**config.mk**
```make
export PLATFORM = sky130hd
export DESIGN_NAME = ejtagDebugTop
export DESIGN_NICKNAME = d
export VERILOG_FILES = /design/src/design/ejtagPkg.sv /design/src/design/skidStage.sv /design/src/design/ibrkMatch.sv /design/src/design/dbgRegBus.sv /design/src/design/ejtagDebugTop.sv
export SDC_FILE = /design/constraint.sdc
export NUM_CORES = 1
export LEC_CHECK = 0
export ABC_CLOCK_PERIOD_IN_PS = 3600
export BUFFER_PORTS_ARGS = -buffer_cell sky130_fd_sc_hd__buf_2
export CELL_PAD_IN_SITES_DETAIL_PLACEMENT = 0
export CELL_PAD_IN_SITES_GLOBAL_PLACEMENT = 1
export CORE_MARGIN = 8
export CORE_UTILIZATION = 51
export CTS_BUF_LIST = sky130_fd_sc_hd__clkbuf_8
export DETAILED_ROUTE_END_ITERATION = 12
export GPL_TIMING_DRIVEN = 0
export PLACE_DENSITY_LB_ADDON = 0.05
export SETUP_SLACK_MARGIN = 0.4
export SYNTH_ARGS = -nofsm -noshare
export SYNTH_HDL_FRONTEND = slang
export SYNTH_SLANG_ARGS = --single-unit
```
**constraint.sdc**
```tcl
create_clock -name CORE_CLOCK -period 3.6 [get_ports CORE_CLOCK]
set_clock_uncertainty 0.15 [all_clocks]
set_input_delay 0.36 -clock CORE_CLOCK [delete_from_list [all_inputs] [get_ports CORE_CLOCK]]
set_output_delay 0.36 -clock CORE_CLOCK [all_outputs]
set_load 0.01 [all_outputs]
```
**src/design/ejtagPkg.sv**
```systemverilog
package ejtagPkg;

  //////////////////// register map
  localparam logic [3:0] IBS_CHAN = 4'hF;   // upper nibble of the status word address.
  localparam logic [1:0] OFS_IBS  = 2'd0;
  localparam logic [1:0] OFS_ADDR = 2'd0;
  localparam logic [1:0] OFS_CTRL = 2'd1;
  localparam logic [1:0] OFS_MASK = 2'd2;

  localparam int CTRL_BREAK_BIT = 0;
  localparam int CTRL_TRACE_BIT = 2;
  localparam int IBS_NUM_LSB    = 24;       // channel count field in IBS.
  localparam int HIT_W          = 15;

  typedef struct packed {
    logic [5:0]  addr;                      // word address, byte bits 7:2.
    logic        write;
    logic [31:0] wdata;
  } regReqT;

  typedef struct packed {
    logic [31:0] rdata;
  } regRspT;

  typedef enum logic [2:0] {SEL_NONE, SEL_IBS, SEL_ADDR, SEL_CTRL, SEL_MASK} regSelT;

  typedef struct packed {
    logic        strobe;
    logic        write;
    regSelT      sel;
    logic [3:0]  chan;
    logic [31:0] data;
  } regAccessT;

  typedef struct packed {
    logic [31:0] pc;
    logic [7:0]  tag;
  } fetchT;

  typedef struct packed {
    logic [31:0]      pc;
    logic [7:0]       tag;
    logic [HIT_W-1:0] hit;                  // per-channel break hits.
    logic             breakHit;
    logic             traceHit;
  } ibrkResultT;

endpackage

```
**src/design/skidStage.sv**
```systemverilog
`timescale 1ns/1ns

module skidStage #(
  parameter type payloadT = logic
) (
  input  logic    CORE_CLOCK,
  input  logic    rstN,
  input  payloadT inData,
  input  logic    inValid,
  output logic    inReady,
  output payloadT outData,
  output logic    outValid,
  input  logic    outReady
);

  logic loadEn;

  // empty, or the held entry leaves this cycle.
  assign inReady = !outValid || outReady;
  assign loadEn  = inValid && inReady;

  always_ff @(posedge CORE_CLOCK or negedge rstN) begin
    if (!rstN) begin
      outValid <= 1'b0;
    end else if (inReady) begin
      outValid <= inValid;
    end
  end

  // payload register.
  always_ff @(posedge CORE_CLOCK) begin
    if (loadEn) begin
      outData <= inData;
    end
  end

  //////////////////// checks
  // a stalled output holds its entry and its data.
  holdStable: assert property (
    @(posedge CORE_CLOCK) disable iff (!rstN)
    outValid && !outReady |=> outValid && $stable(outData)
  );

endmodule

```
**src/design/ibrkMatch.sv**
```systemverilog
`timescale 1ns/1ns

module ibrkMatch import ejtagPkg::*; #(
  parameter int numIbrk = 4
) (
  input  logic        CORE_CLOCK,
  input  logic        rstN,
  input  fetchT       fetch,
  input  logic        fetchValid,
  output logic        fetchReady,
  output ibrkResultT  result,
  output logic        resultValid,
  input  logic        resultReady,
  input  regAccessT   access,
  output logic [31:0] rdata,
  input  logic        debugMode
);

  logic [31:1] addrReg [numIbrk];
  logic [31:1] maskReg [numIbrk];            // set bit means don't compare.
  logic [1:0]  ctrlReg [numIbrk];            // [0] break enable, [1] trace enable.
  logic [numIbrk-1:0] ibsStatus;

  logic [numIbrk-1:0] rawHit;
  logic [numIbrk-1:0] breakVec;
  logic [numIbrk-1:0] traceVec;
  logic [31:0]        ibsWord;
  logic               regWrite;
  logic               fetchTaken;

  //////////////////// compare
  always_comb begin
    for (int i = 0; i < numIbrk; i++) begin
      rawHit[i]   = &((fetch.pc[31:1] ~^ addrReg[i]) | maskReg[i]);
      breakVec[i] = rawHit[i] & ctrlReg[i][0] & ~debugMode;
      traceVec[i] = rawHit[i] & ctrlReg[i][1] & ~debugMode;
    end
  end

  always_comb begin
    result                  = '0;
    result.pc               = fetch.pc;
    result.tag              = fetch.tag;
    result.hit[numIbrk-1:0] = breakVec;
    result.breakHit         = |breakVec;
    result.traceHit         = |traceVec;
  end

  assign resultValid = fetchValid;
  assign fetchReady  = resultReady;           // no storage here, the result stage decides.
  assign fetchTaken  = fetchValid & resultReady;

  //////////////////// registers
  assign regWrite = access.strobe & access.write;

  always_ff @(posedge CORE_CLOCK or negedge rstN) begin
    if (!rstN) begin
      for (int i = 0; i < numIbrk; i++) begin
        addrReg[i] <= '0;
        maskReg[i] <= '0;
        ctrlReg[i] <= '0;
      end
    end else if (regWrite) begin
      for (int i = 0; i < numIbrk; i++) begin
        if (access.chan == 4'(i)) begin
          case (access.sel)
            SEL_ADDR: addrReg[i] <= access.data[31:1];
            SEL_CTRL: ctrlReg[i] <= {access.data[CTRL_TRACE_BIT],
                                     access.data[CTRL_BREAK_BIT]};
            SEL_MASK: maskReg[i] <= access.data[31:1];
            default:  ;
          endcase
        end
      end
    end
  end

  // sticky break status; a debugger write takes priority over new hits.
  always_ff @(posedge CORE_CLOCK or negedge rstN) begin
    if (!rstN) begin
      ibsStatus <= '0;
    end else if (regWrite && access.sel == SEL_IBS) begin
      ibsStatus <= access.data[numIbrk-1:0];
    end else if (fetchTaken) begin
      ibsStatus <= ibsStatus | breakVec;
    end
  end

  //////////////////// read data
  always_comb begin
    ibsWord                       = '0;
    ibsWord[IBS_NUM_LSB +: 4]     = 4'(numIbrk);
    ibsWord[numIbrk-1:0]          = ibsStatus;
  end

  always_comb begin
    rdata = '0;
    if (access.sel == SEL_IBS) begin
      rdata = ibsWord;
    end
    for (int i = 0; i < numIbrk; i++) begin
      if (access.chan == 4'(i)) begin
        case (access.sel)
          SEL_ADDR: rdata = {addrReg[i], 1'b0};
          SEL_CTRL: begin
            rdata[CTRL_BREAK_BIT] = ctrlReg[i][0];
            rdata[CTRL_TRACE_BIT] = ctrlReg[i][1];
          end
          SEL_MASK: rdata = {maskReg[i], 1'b0};
          default:  ;
        endcase
      end
    end
  end

  //////////////////// checks
  // the bus decoder must filter out absent channels.
  chanInRange: assert property (
    @(posedge CORE_CLOCK) disable iff (!rstN)
    access.strobe && (access.sel inside {SEL_ADDR, SEL_CTRL, SEL_MASK})
      |-> access.chan < 4'(numIbrk)
  );

endmodule

```
**src/design/dbgRegBus.sv**
```systemverilog
`timescale 1ns/1ns

module dbgRegBus import ejtagPkg::*; #(
  parameter int numIbrk = 4
) (
  input  logic        CORE_CLOCK,
  input  logic        rstN,
  input  regReqT      req,
  input  logic        reqValid,
  output logic        reqReady,
  output regRspT      rsp,
  output logic        rspValid,
  input  logic        rspReady,
  output regAccessT   access,
  input  logic [31:0] rdata
);

  logic [3:0] reqChan;
  logic [1:0] reqOfs;
  regSelT     reqSel;
  logic       accept;

  assign reqChan = req.addr[5:2];
  assign reqOfs  = req.addr[1:0];

  //////////////////// decode
  always_comb begin
    reqSel = SEL_NONE;
    if (reqChan == IBS_CHAN) begin
      if (reqOfs == OFS_IBS) reqSel = SEL_IBS;
    end else if (reqChan < 4'(numIbrk)) begin
      case (reqOfs)
        OFS_ADDR: reqSel = SEL_ADDR;
        OFS_CTRL: reqSel = SEL_CTRL;
        OFS_MASK: reqSel = SEL_MASK;
        default:  reqSel = SEL_NONE;            // offset 3 is unused.
      endcase
    end
  end

  // one request in flight; take a new one as the old response leaves.
  assign reqReady = !rspValid || rspReady;
  assign accept   = reqValid && reqReady;

  assign access.strobe = accept;
  assign access.write  = req.write;
  assign access.sel    = reqSel;
  assign access.chan   = reqChan;
  assign access.data   = req.wdata;

  //////////////////// response
  always_ff @(posedge CORE_CLOCK or negedge rstN) begin
    if (!rstN) begin
      rspValid <= 1'b0;
    end else if (reqReady) begin
      rspValid <= reqValid;
    end
  end

  // sampled before the write of the same access lands.
  always_ff @(posedge CORE_CLOCK) begin
    if (accept) begin
      rsp.rdata <= rdata;
    end
  end

  //////////////////// checks
  rspHeld: assert property (
    @(posedge CORE_CLOCK) disable iff (!rstN)
    rspValid && !rspReady |=> rspValid && $stable(rsp)
  );

endmodule

```
**src/design/ejtagDebugTop.sv**
```systemverilog
`timescale 1ns/1ns

module ejtagDebugTop import ejtagPkg::*; #(
  parameter int numIbrk = 4
) (
  input  logic       CORE_CLOCK,
  input  logic       rstN,
  input  fetchT      fetchIn,
  input  logic       fetchValid,
  output logic       fetchReady,
  output ibrkResultT result,
  output logic       resultValid,
  input  logic       resultReady,
  input  regReqT     regReq,
  input  logic       regReqValid,
  output logic       regReqReady,
  output regRspT     regRsp,
  output logic       regRspValid,
  input  logic       regRspReady,
  input  logic       debugMode
);

  fetchT       fetchQ;
  logic        fetchQValid;
  logic        fetchQReady;
  ibrkResultT  matchResult;
  logic        matchValid;
  logic        matchReady;
  regAccessT   access;
  logic [31:0] rdata;

  skidStage #(.payloadT(fetchT)) i_fetchStage (
    .CORE_CLOCK, .rstN,
    .inData(fetchIn),  .inValid(fetchValid),  .inReady(fetchReady),
    .outData(fetchQ),  .outValid(fetchQValid), .outReady(fetchQReady)
  );

  ibrkMatch #(.numIbrk(numIbrk)) i_ibrkMatch (
    .CORE_CLOCK, .rstN,
    .fetch(fetchQ),        .fetchValid(fetchQValid), .fetchReady(fetchQReady),
    .result(matchResult),  .resultValid(matchValid), .resultReady(matchReady),
    .access, .rdata, .debugMode
  );

  skidStage #(.payloadT(ibrkResultT)) i_resultStage (
    .CORE_CLOCK, .rstN,
    .inData(matchResult), .inValid(matchValid),  .inReady(matchReady),
    .outData(result),     .outValid(resultValid), .outReady(resultReady)
  );

  dbgRegBus #(.numIbrk(numIbrk)) i_dbgRegBus (
    .CORE_CLOCK, .rstN,
    .req(regReq), .reqValid(regReqValid), .reqReady(regReqReady),
    .rsp(regRsp), .rspValid(regRspValid), .rspReady(regRspReady),
    .access, .rdata
  );

endmodule

```
# Word level (Yosys, flattened, before mapping)
# Cells that the tools add are included.
[word_totals]
reg_bits = 381
input_bits = 86
[classes]
n_reduce_logical = 32
bitwise_logic = 28
magnitude_cmp = 1
mux = 27
n_eq_ne = 10
[op_table]
columns = ["op", "n"]
rows = [
  ["29-bit one-hot mux with 2 select lines", 4],
  ["32-bit two-way mux", 4],
  ["31-bit OR", 4],
  ["31-bit AND reduction", 4],
  ["31-bit XNOR", 4],
  ["3-bit AND reduction", 12],
  ["27-bit two-way mux", 1],
  ["1-bit bitwise AND", 18],
  ["1-bit one-hot mux with 2 select lines", 8],
  ["1-bit one-hot mux with 3 select lines", 4],
  ["3-bit one-hot mux with 3 select lines", 1],
  ["4-bit by 2-bit equality test with 1-bit output (second input constant)", 2],
  ["4-bit two-way mux", 2],
  ["4-bit OR reduction", 2],
  ["3-bit by 2-bit equality test with 1-bit output (second input constant)", 2],
  ["3-bit two-way mux", 2],
  ["4-bit by 1-bit equality test with 1-bit output (second input constant)", 1],
  ["4-bit equality test (second input constant)", 1],
  ["1-bit logical AND", 4],
  ["4-bit zero test", 1],
  ["4-bit by 3-bit less-than comparator with 1-bit output (second input constant)", 1],
  ["4-bit OR", 1],
  ["3-bit by 1-bit equality test with 1-bit output (second input constant)", 1],
  ["3-bit equality test (second input constant)", 1],
  ["9 further kinds", 13],
]

# Depth between registers and ports, before layout
[depth]
word_depth = 14
depth_mapped = 9
ltp_nobuf = 6

# Hierarchy
# Synthesis repeated with hierarchy kept, for this count alone.
[hier_totals]
hier_cells = 1336
hier_area_um2 = 18337.6
[modules_own_cells]
columns = ["module", "instances", "area_each_um2", "cells_per_inst"]
rows = [
  ["ibrkMatch", 1, 13985.9, 1151],
  ["skidStage (i_resultStage)", 1, 1765.4, 61],
  ["dbgRegBus", 1, 1331.3, 80],
  ["skidStage (i_fetchStage)", 1, 1255.0, 44],
]

# Worst setup path before layout
# Ideal clock, no wire load.
[synth_path]
path_kind = "register to register"
startpoint = "register i_dbgRegBus.rspValid"
endpoint = "register i_ibrkMatch.maskReg[31] (netlist bit)"
path_stages_with_launch = 7
setup_ps = 125
arrival_ps = 2492
path_slack_ps = 833
required_ps = 3325
synth_period_minus_slack_ps = 2767
path_cell_list = "dfrtp_1 nand2b_1 and2_1 nand2_1 nor3_2 buf_2 mux2_2"
[synth_via]
elab_chain_cells = 5
[synth_rtl]
columns = ["element", "line", "source"]
rows = [
  ["from (decl)", "dbgRegBus.sv:12", "output logic rspValid,"],
  ["from (signal assigned)", "dbgRegBus.sv:56", "rspValid <= reqValid;"],
  ["1-bit zero test", "dbgRegBus.sv:42", "assign reqReady = !rspValid || rspReady;"],
  ["1-bit logical OR", "dbgRegBus.sv:42", ""],
  ["named net regReqReady", "ejtagDebugTop.sv:16", "output logic regReqReady,"],
  ["1-bit logical AND", "dbgRegBus.sv:43", "assign accept = reqValid && reqReady;"],
  ["named net i_dbgRegBus.accept", "dbgRegBus.sv:21", "logic accept;"],
  ["1-bit bitwise AND", "ibrkMatch.sv:54", "assign regWrite = access.strobe & access.write;"],
  ["3-bit AND reduction (no line)", "-", ""],
  ["to (signal, indexed assignment)", "ibrkMatch.sv:70", "SEL_MASK: maskReg[i] <= access.data[31:1];"],
  ["to (decl)", "ibrkMatch.sv:20", "logic [31:1] maskReg [numIbrk];"],
]
# The timed path passes the listed nets, and every way through them passes these cells.
# A chain may end at the register's enable or synchronous reset.

# Final worst setup path
[layout_path]
startpoint = "register i_fetchStage.outData[10] (netlist bit)"
endpoint = "register i_ibrkMatch.ibsStatus[0]"
[layout_via]
elab_chain_cells = 8
[layout_rtl]
columns = ["element", "line", "source"]
rows = [
  ["from (decl)", "skidStage.sv:11", "output payloadT outData,"],
  ["from (signal assigned)", "skidStage.sv:33", "outData <= inData;"],
  ["31-bit XNOR", "ibrkMatch.sv:34", "rawHit[i] = &((fetch.pc[31:1] ~^ addrReg[i]) | maskReg[i]);"],
  ["31-bit OR", "ibrkMatch.sv:34", ""],
  ["31-bit AND reduction", "ibrkMatch.sv:34", ""],
  ["1-bit bitwise AND (2 in a row)", "ibrkMatch.sv:35", "breakVec[i] = rawHit[i] & ctrlReg[i][0] & ~debugMode;"],
  ["4-bit OR", "ibrkMatch.sv:85", "ibsStatus <= ibsStatus | breakVec;"],
  ["4-bit two-way mux", "ibrkMatch.sv:84", "end else if (fetchTaken) begin"],
  ["4-bit two-way mux", "ibrkMatch.sv:82", "end else if (regWrite && access.sel == SEL_IBS) begin"],
  ["to (signal assigned)", "ibrkMatch.sv:83", "ibsStatus <= access.data[numIbrk-1:0];"],
  ["to (signal assigned)", "ibrkMatch.sv:85", ""],
  ["to (decl)", "ibrkMatch.sv:22", "logic [numIbrk-1:0] ibsStatus;"],
]
# No other way between the ends. The select of a mux whose other input is x is not followed.

==> flow_summary.json <==
{
  "yosysTopAreaCell": "dfrtp_1",
  "clkSlewWorstSetupHoldPaths_ps": 60,
  "clock_sinks": 381,
  "synth_cell_types": 46,
  "end_kind": "flip-flop",
  "grt.total_usage": 0.286,
  "worst_slack_ps": 588,
  "slowest_stage": "xnor2_1",
  "core_sq_mm": 0.0332,
  "worst_setup_path_start_kind": "flip-flop",
  "yosysSeqAreaShare": 0.594,
  "cts.root.buffer_cell": "clkbuf_8",
  "antenna_found_initial": 0,
  "drv_slew": 0,
  "maxSlewHeadroom": 0.0414,
  "antenna_cells": 0,
  "post_cts.repair.setup_buffers": 0,
  "synth_top_family_by_area": "multiplexers",
  "std_cell_rows": 67,
  "io_buffers": 162,
  "synthAdderAreaFrac": 0,
  "fin_crit_ps": 3010,
  "place_ws_ps": 205,
  "synthArstFlopShare": 0.690,
  "hpwl_microns": 37500,
  "synthToLayoutAreaGrowth_pct": 21.1,
  "critPathArrivalTime_ps": 3420,
  "r2r_slack_ps": 590,
  "drive_above_1_share": 0.353,
  "setup_tns_ps": 0,
  "dieArea_sq_mm": 0.0395,
  "synth-xor-area-share": 0.0637,
  "path_max_fanout": 4,
  "muxShareOfSynthArea": 0.190,
  "drtAntennaViolNets": 0,
  "cpMostUsedCell": "nor4_1",
  "htreeDepth": 3,
  "leakagePower_nw": 9.26,
  "die_y_microns": 199,
  "io_pins": 179,
  "cts_tree": "done",
  "final_nets": 1638,
  "synthTopCellsByArea": "dfrtp_1 (39%), edfxtp_1 (21%), mux2_2 (14%)",
  "yosysMostFrequentCell": "dfrtp_1",
  "grt_pass1_wl_microns": 81200,
  "holdPathStages": 2,
  "max_stage_delay_ps": 560,
  "final-setup-viol-count": 0,
  "drt_pass1_iterations": 7,
  "fp.dieW_microns": 199,
  "rsz0062_at_grt": "no",
  "insertion_delay_ps": 630,
  "multiInputGateArea_sq_mm": 0.00642,
  "synth-main-ff-cell": "dfrtp_1",
  "routed_wl_microns": 55900,
  "worstMarginPinSlew_ps": 1430,
  "regArea_sq_mm": 0.0101,
  "cts_buffers": 67,
  "overflow": 0,
  "syn_avg_cell_area_sq_um": 13.9,
  "crit_type": "flip-flop to flip-flop",
  "finalPower_mw": 9.52,
  "syn_inst": 1228,
  "ff2ff_path_depth": 7,
  "vias": 12022,
  "synth_compound_area_frac": 0.0720,
  "num-fill-cells": 2764,
  "grt_pass1_vias": 12455,
  "p_per_area_mw_per_mm2": 461,
  "cts_max_path_buffers": 3,
  "yosys.area_share.simple": 0.0474,
  "status": "finished, final reports clean",
  "place_congestion": 0.917,
  "wl_per_cell_microns": 27.2,
  "drc": 0,
  "cp.required_ps": 4010,
  "synth_warnings": 0,
  "ys_top_cells_by_count": "dfrtp_1 (263), mux2_2 (218), xnor2_1 (124)",
  "initialDrtViolationCount": 1065,
  "viasPerCell": 5.86,
  "synth_edf_count": 118,
  "crit_path_cell_trace": "clkbuf_2 -> xnor2_1 -> o22ai_1 -> nor4_1 -> nand2_1 -> nor4_1 -> o22a_1",
  "start_util": 0.514,
  "maxClockFrequency_ghz": 0.332,
  "fin_crit_sh": 0.837,
  "hold_viol": 0,
  "synth_top_area_frac": 0.386,
  "grt_start_max_net_pins": 95,
  "vdd_drop_max_uv": 488,
  "hold_class": "primary input to flip-flop",
  "cap_viol_max_count": 0,
  "synth_seq_cells": 381,
  "netlist_area_sq_mm": 0.0171
}
[routing by layer]
layer  vias up  GRT usage  wire [microns]
li1       5199          -               -
met1      6194      0.375           23400
met2       500      0.449           26000
met3       129     0.0697            4510
met4         0      0.122            2020
met5         -          0               0
[sequential cells by signal (all words and copies together) (netlist names)]
signal	flops
i_dbgRegBus.rspValid	1
i_ibrkMatch.ibsStatus	4
i_resultStage.outValid	1
i_fetchStage.outValid	1
i_dbgRegBus.rsp	32
i_resultStage.outData	46
i_ibrkMatch.ctrlReg	8
i_ibrkMatch.maskReg	124
i_ibrkMatch.addrReg	124
i_fetchStage.outData	40
[area by class of cell]
class / count / area share
clock inverter: 46 / 0.0107
multi-input combinational: 754 / 0.311
inverter: 5 / 0.000909
timing repair buffer: 245 / 0.0835
sequential: 381 / 0.490
buffer: 98 / 0.0261
tap: 448 / 0.0271
clock buffer: 76 / 0.0507
[cell usage in the layout (no fill, tap or decap), types with 19 or more instances in the layout]
master           n
dfrtp_1        263
buf_2          223
mux2_2         218
xnor2_1        124
edfxtp_1       118
dlygate4sd3_1   78
clkbuf_8        76
o22ai_1         63
nand2_1         40
mux2_1          40
nor2_1          35
mux2i_1         34
inv_1           34
a222oi_1        27
a221oi_1        19
[cell families after synthesis]
logic type      Yosys count
other cells               1
compound gates          172
simple gates            155
xor+xnor                124
mux                     292
flops                   381
buf+inv                 103
[power breakdown]
part           switching [mW]  internal [mW]
Clock                    1.81           2.00
Combinational           0.487          0.382
Sequential              0.142           4.70
Total                    2.44           7.09
[path summary, 6_finish.rpt]
kind | end | startpoint
max | i_ibrkMatch.ibsStatus[0] | i_fetchStage.outData[10]
min reg2reg | i_resultStage.outData[18] | i_fetchStage.outData[1]
max in group asynchronous | i_ibrkMatch.addrReg[45] | rstN
min | i_resultStage.outData[0] | debugMode
max reg2reg | i_ibrkMatch.ibsStatus[0] | i_fetchStage.outData[10]
min in group asynchronous | i_dbgRegBus.rspValid | rstN
[through the flow]
| step | instance area, sq um | hold WS [ps] | util | instances |
|---|---|---|---|---|
| after global placement | 18500 | 251 | 0.556 | 1848 |
| after detailed placement | 18600 | 255 | 0.560 | 1853 |
| after global routing | 20700 | 73.6 | 0.622 | 2053 |
| after CTS | 20600 | 14.0 | 0.622 | 2053 |
| after floorplan | 17100 | -85.6 | - | 1238 |
| final | 20700 | 44.1 | 0.622 | 2053 |
[critical path: cells and delay by family (launching register included)]
kind / cells / cell delay (ps)
AOI/OAI and AO/OA: 2 / 380
xor gates and xnor gates: 1 / 560
buffers and inverters: 1 / 190
DFF: 1 / 400
and+or+nand+nor: 3 / 1270
[what timing repair did]
item | CTS | global route
hold buffers | 78 | 0
endpoints found under the setup margin | 0 | 1
hold endpoints to repair | 378 | 0
resized for setup | 0 | 1
(Power assumes the default switching activity.)
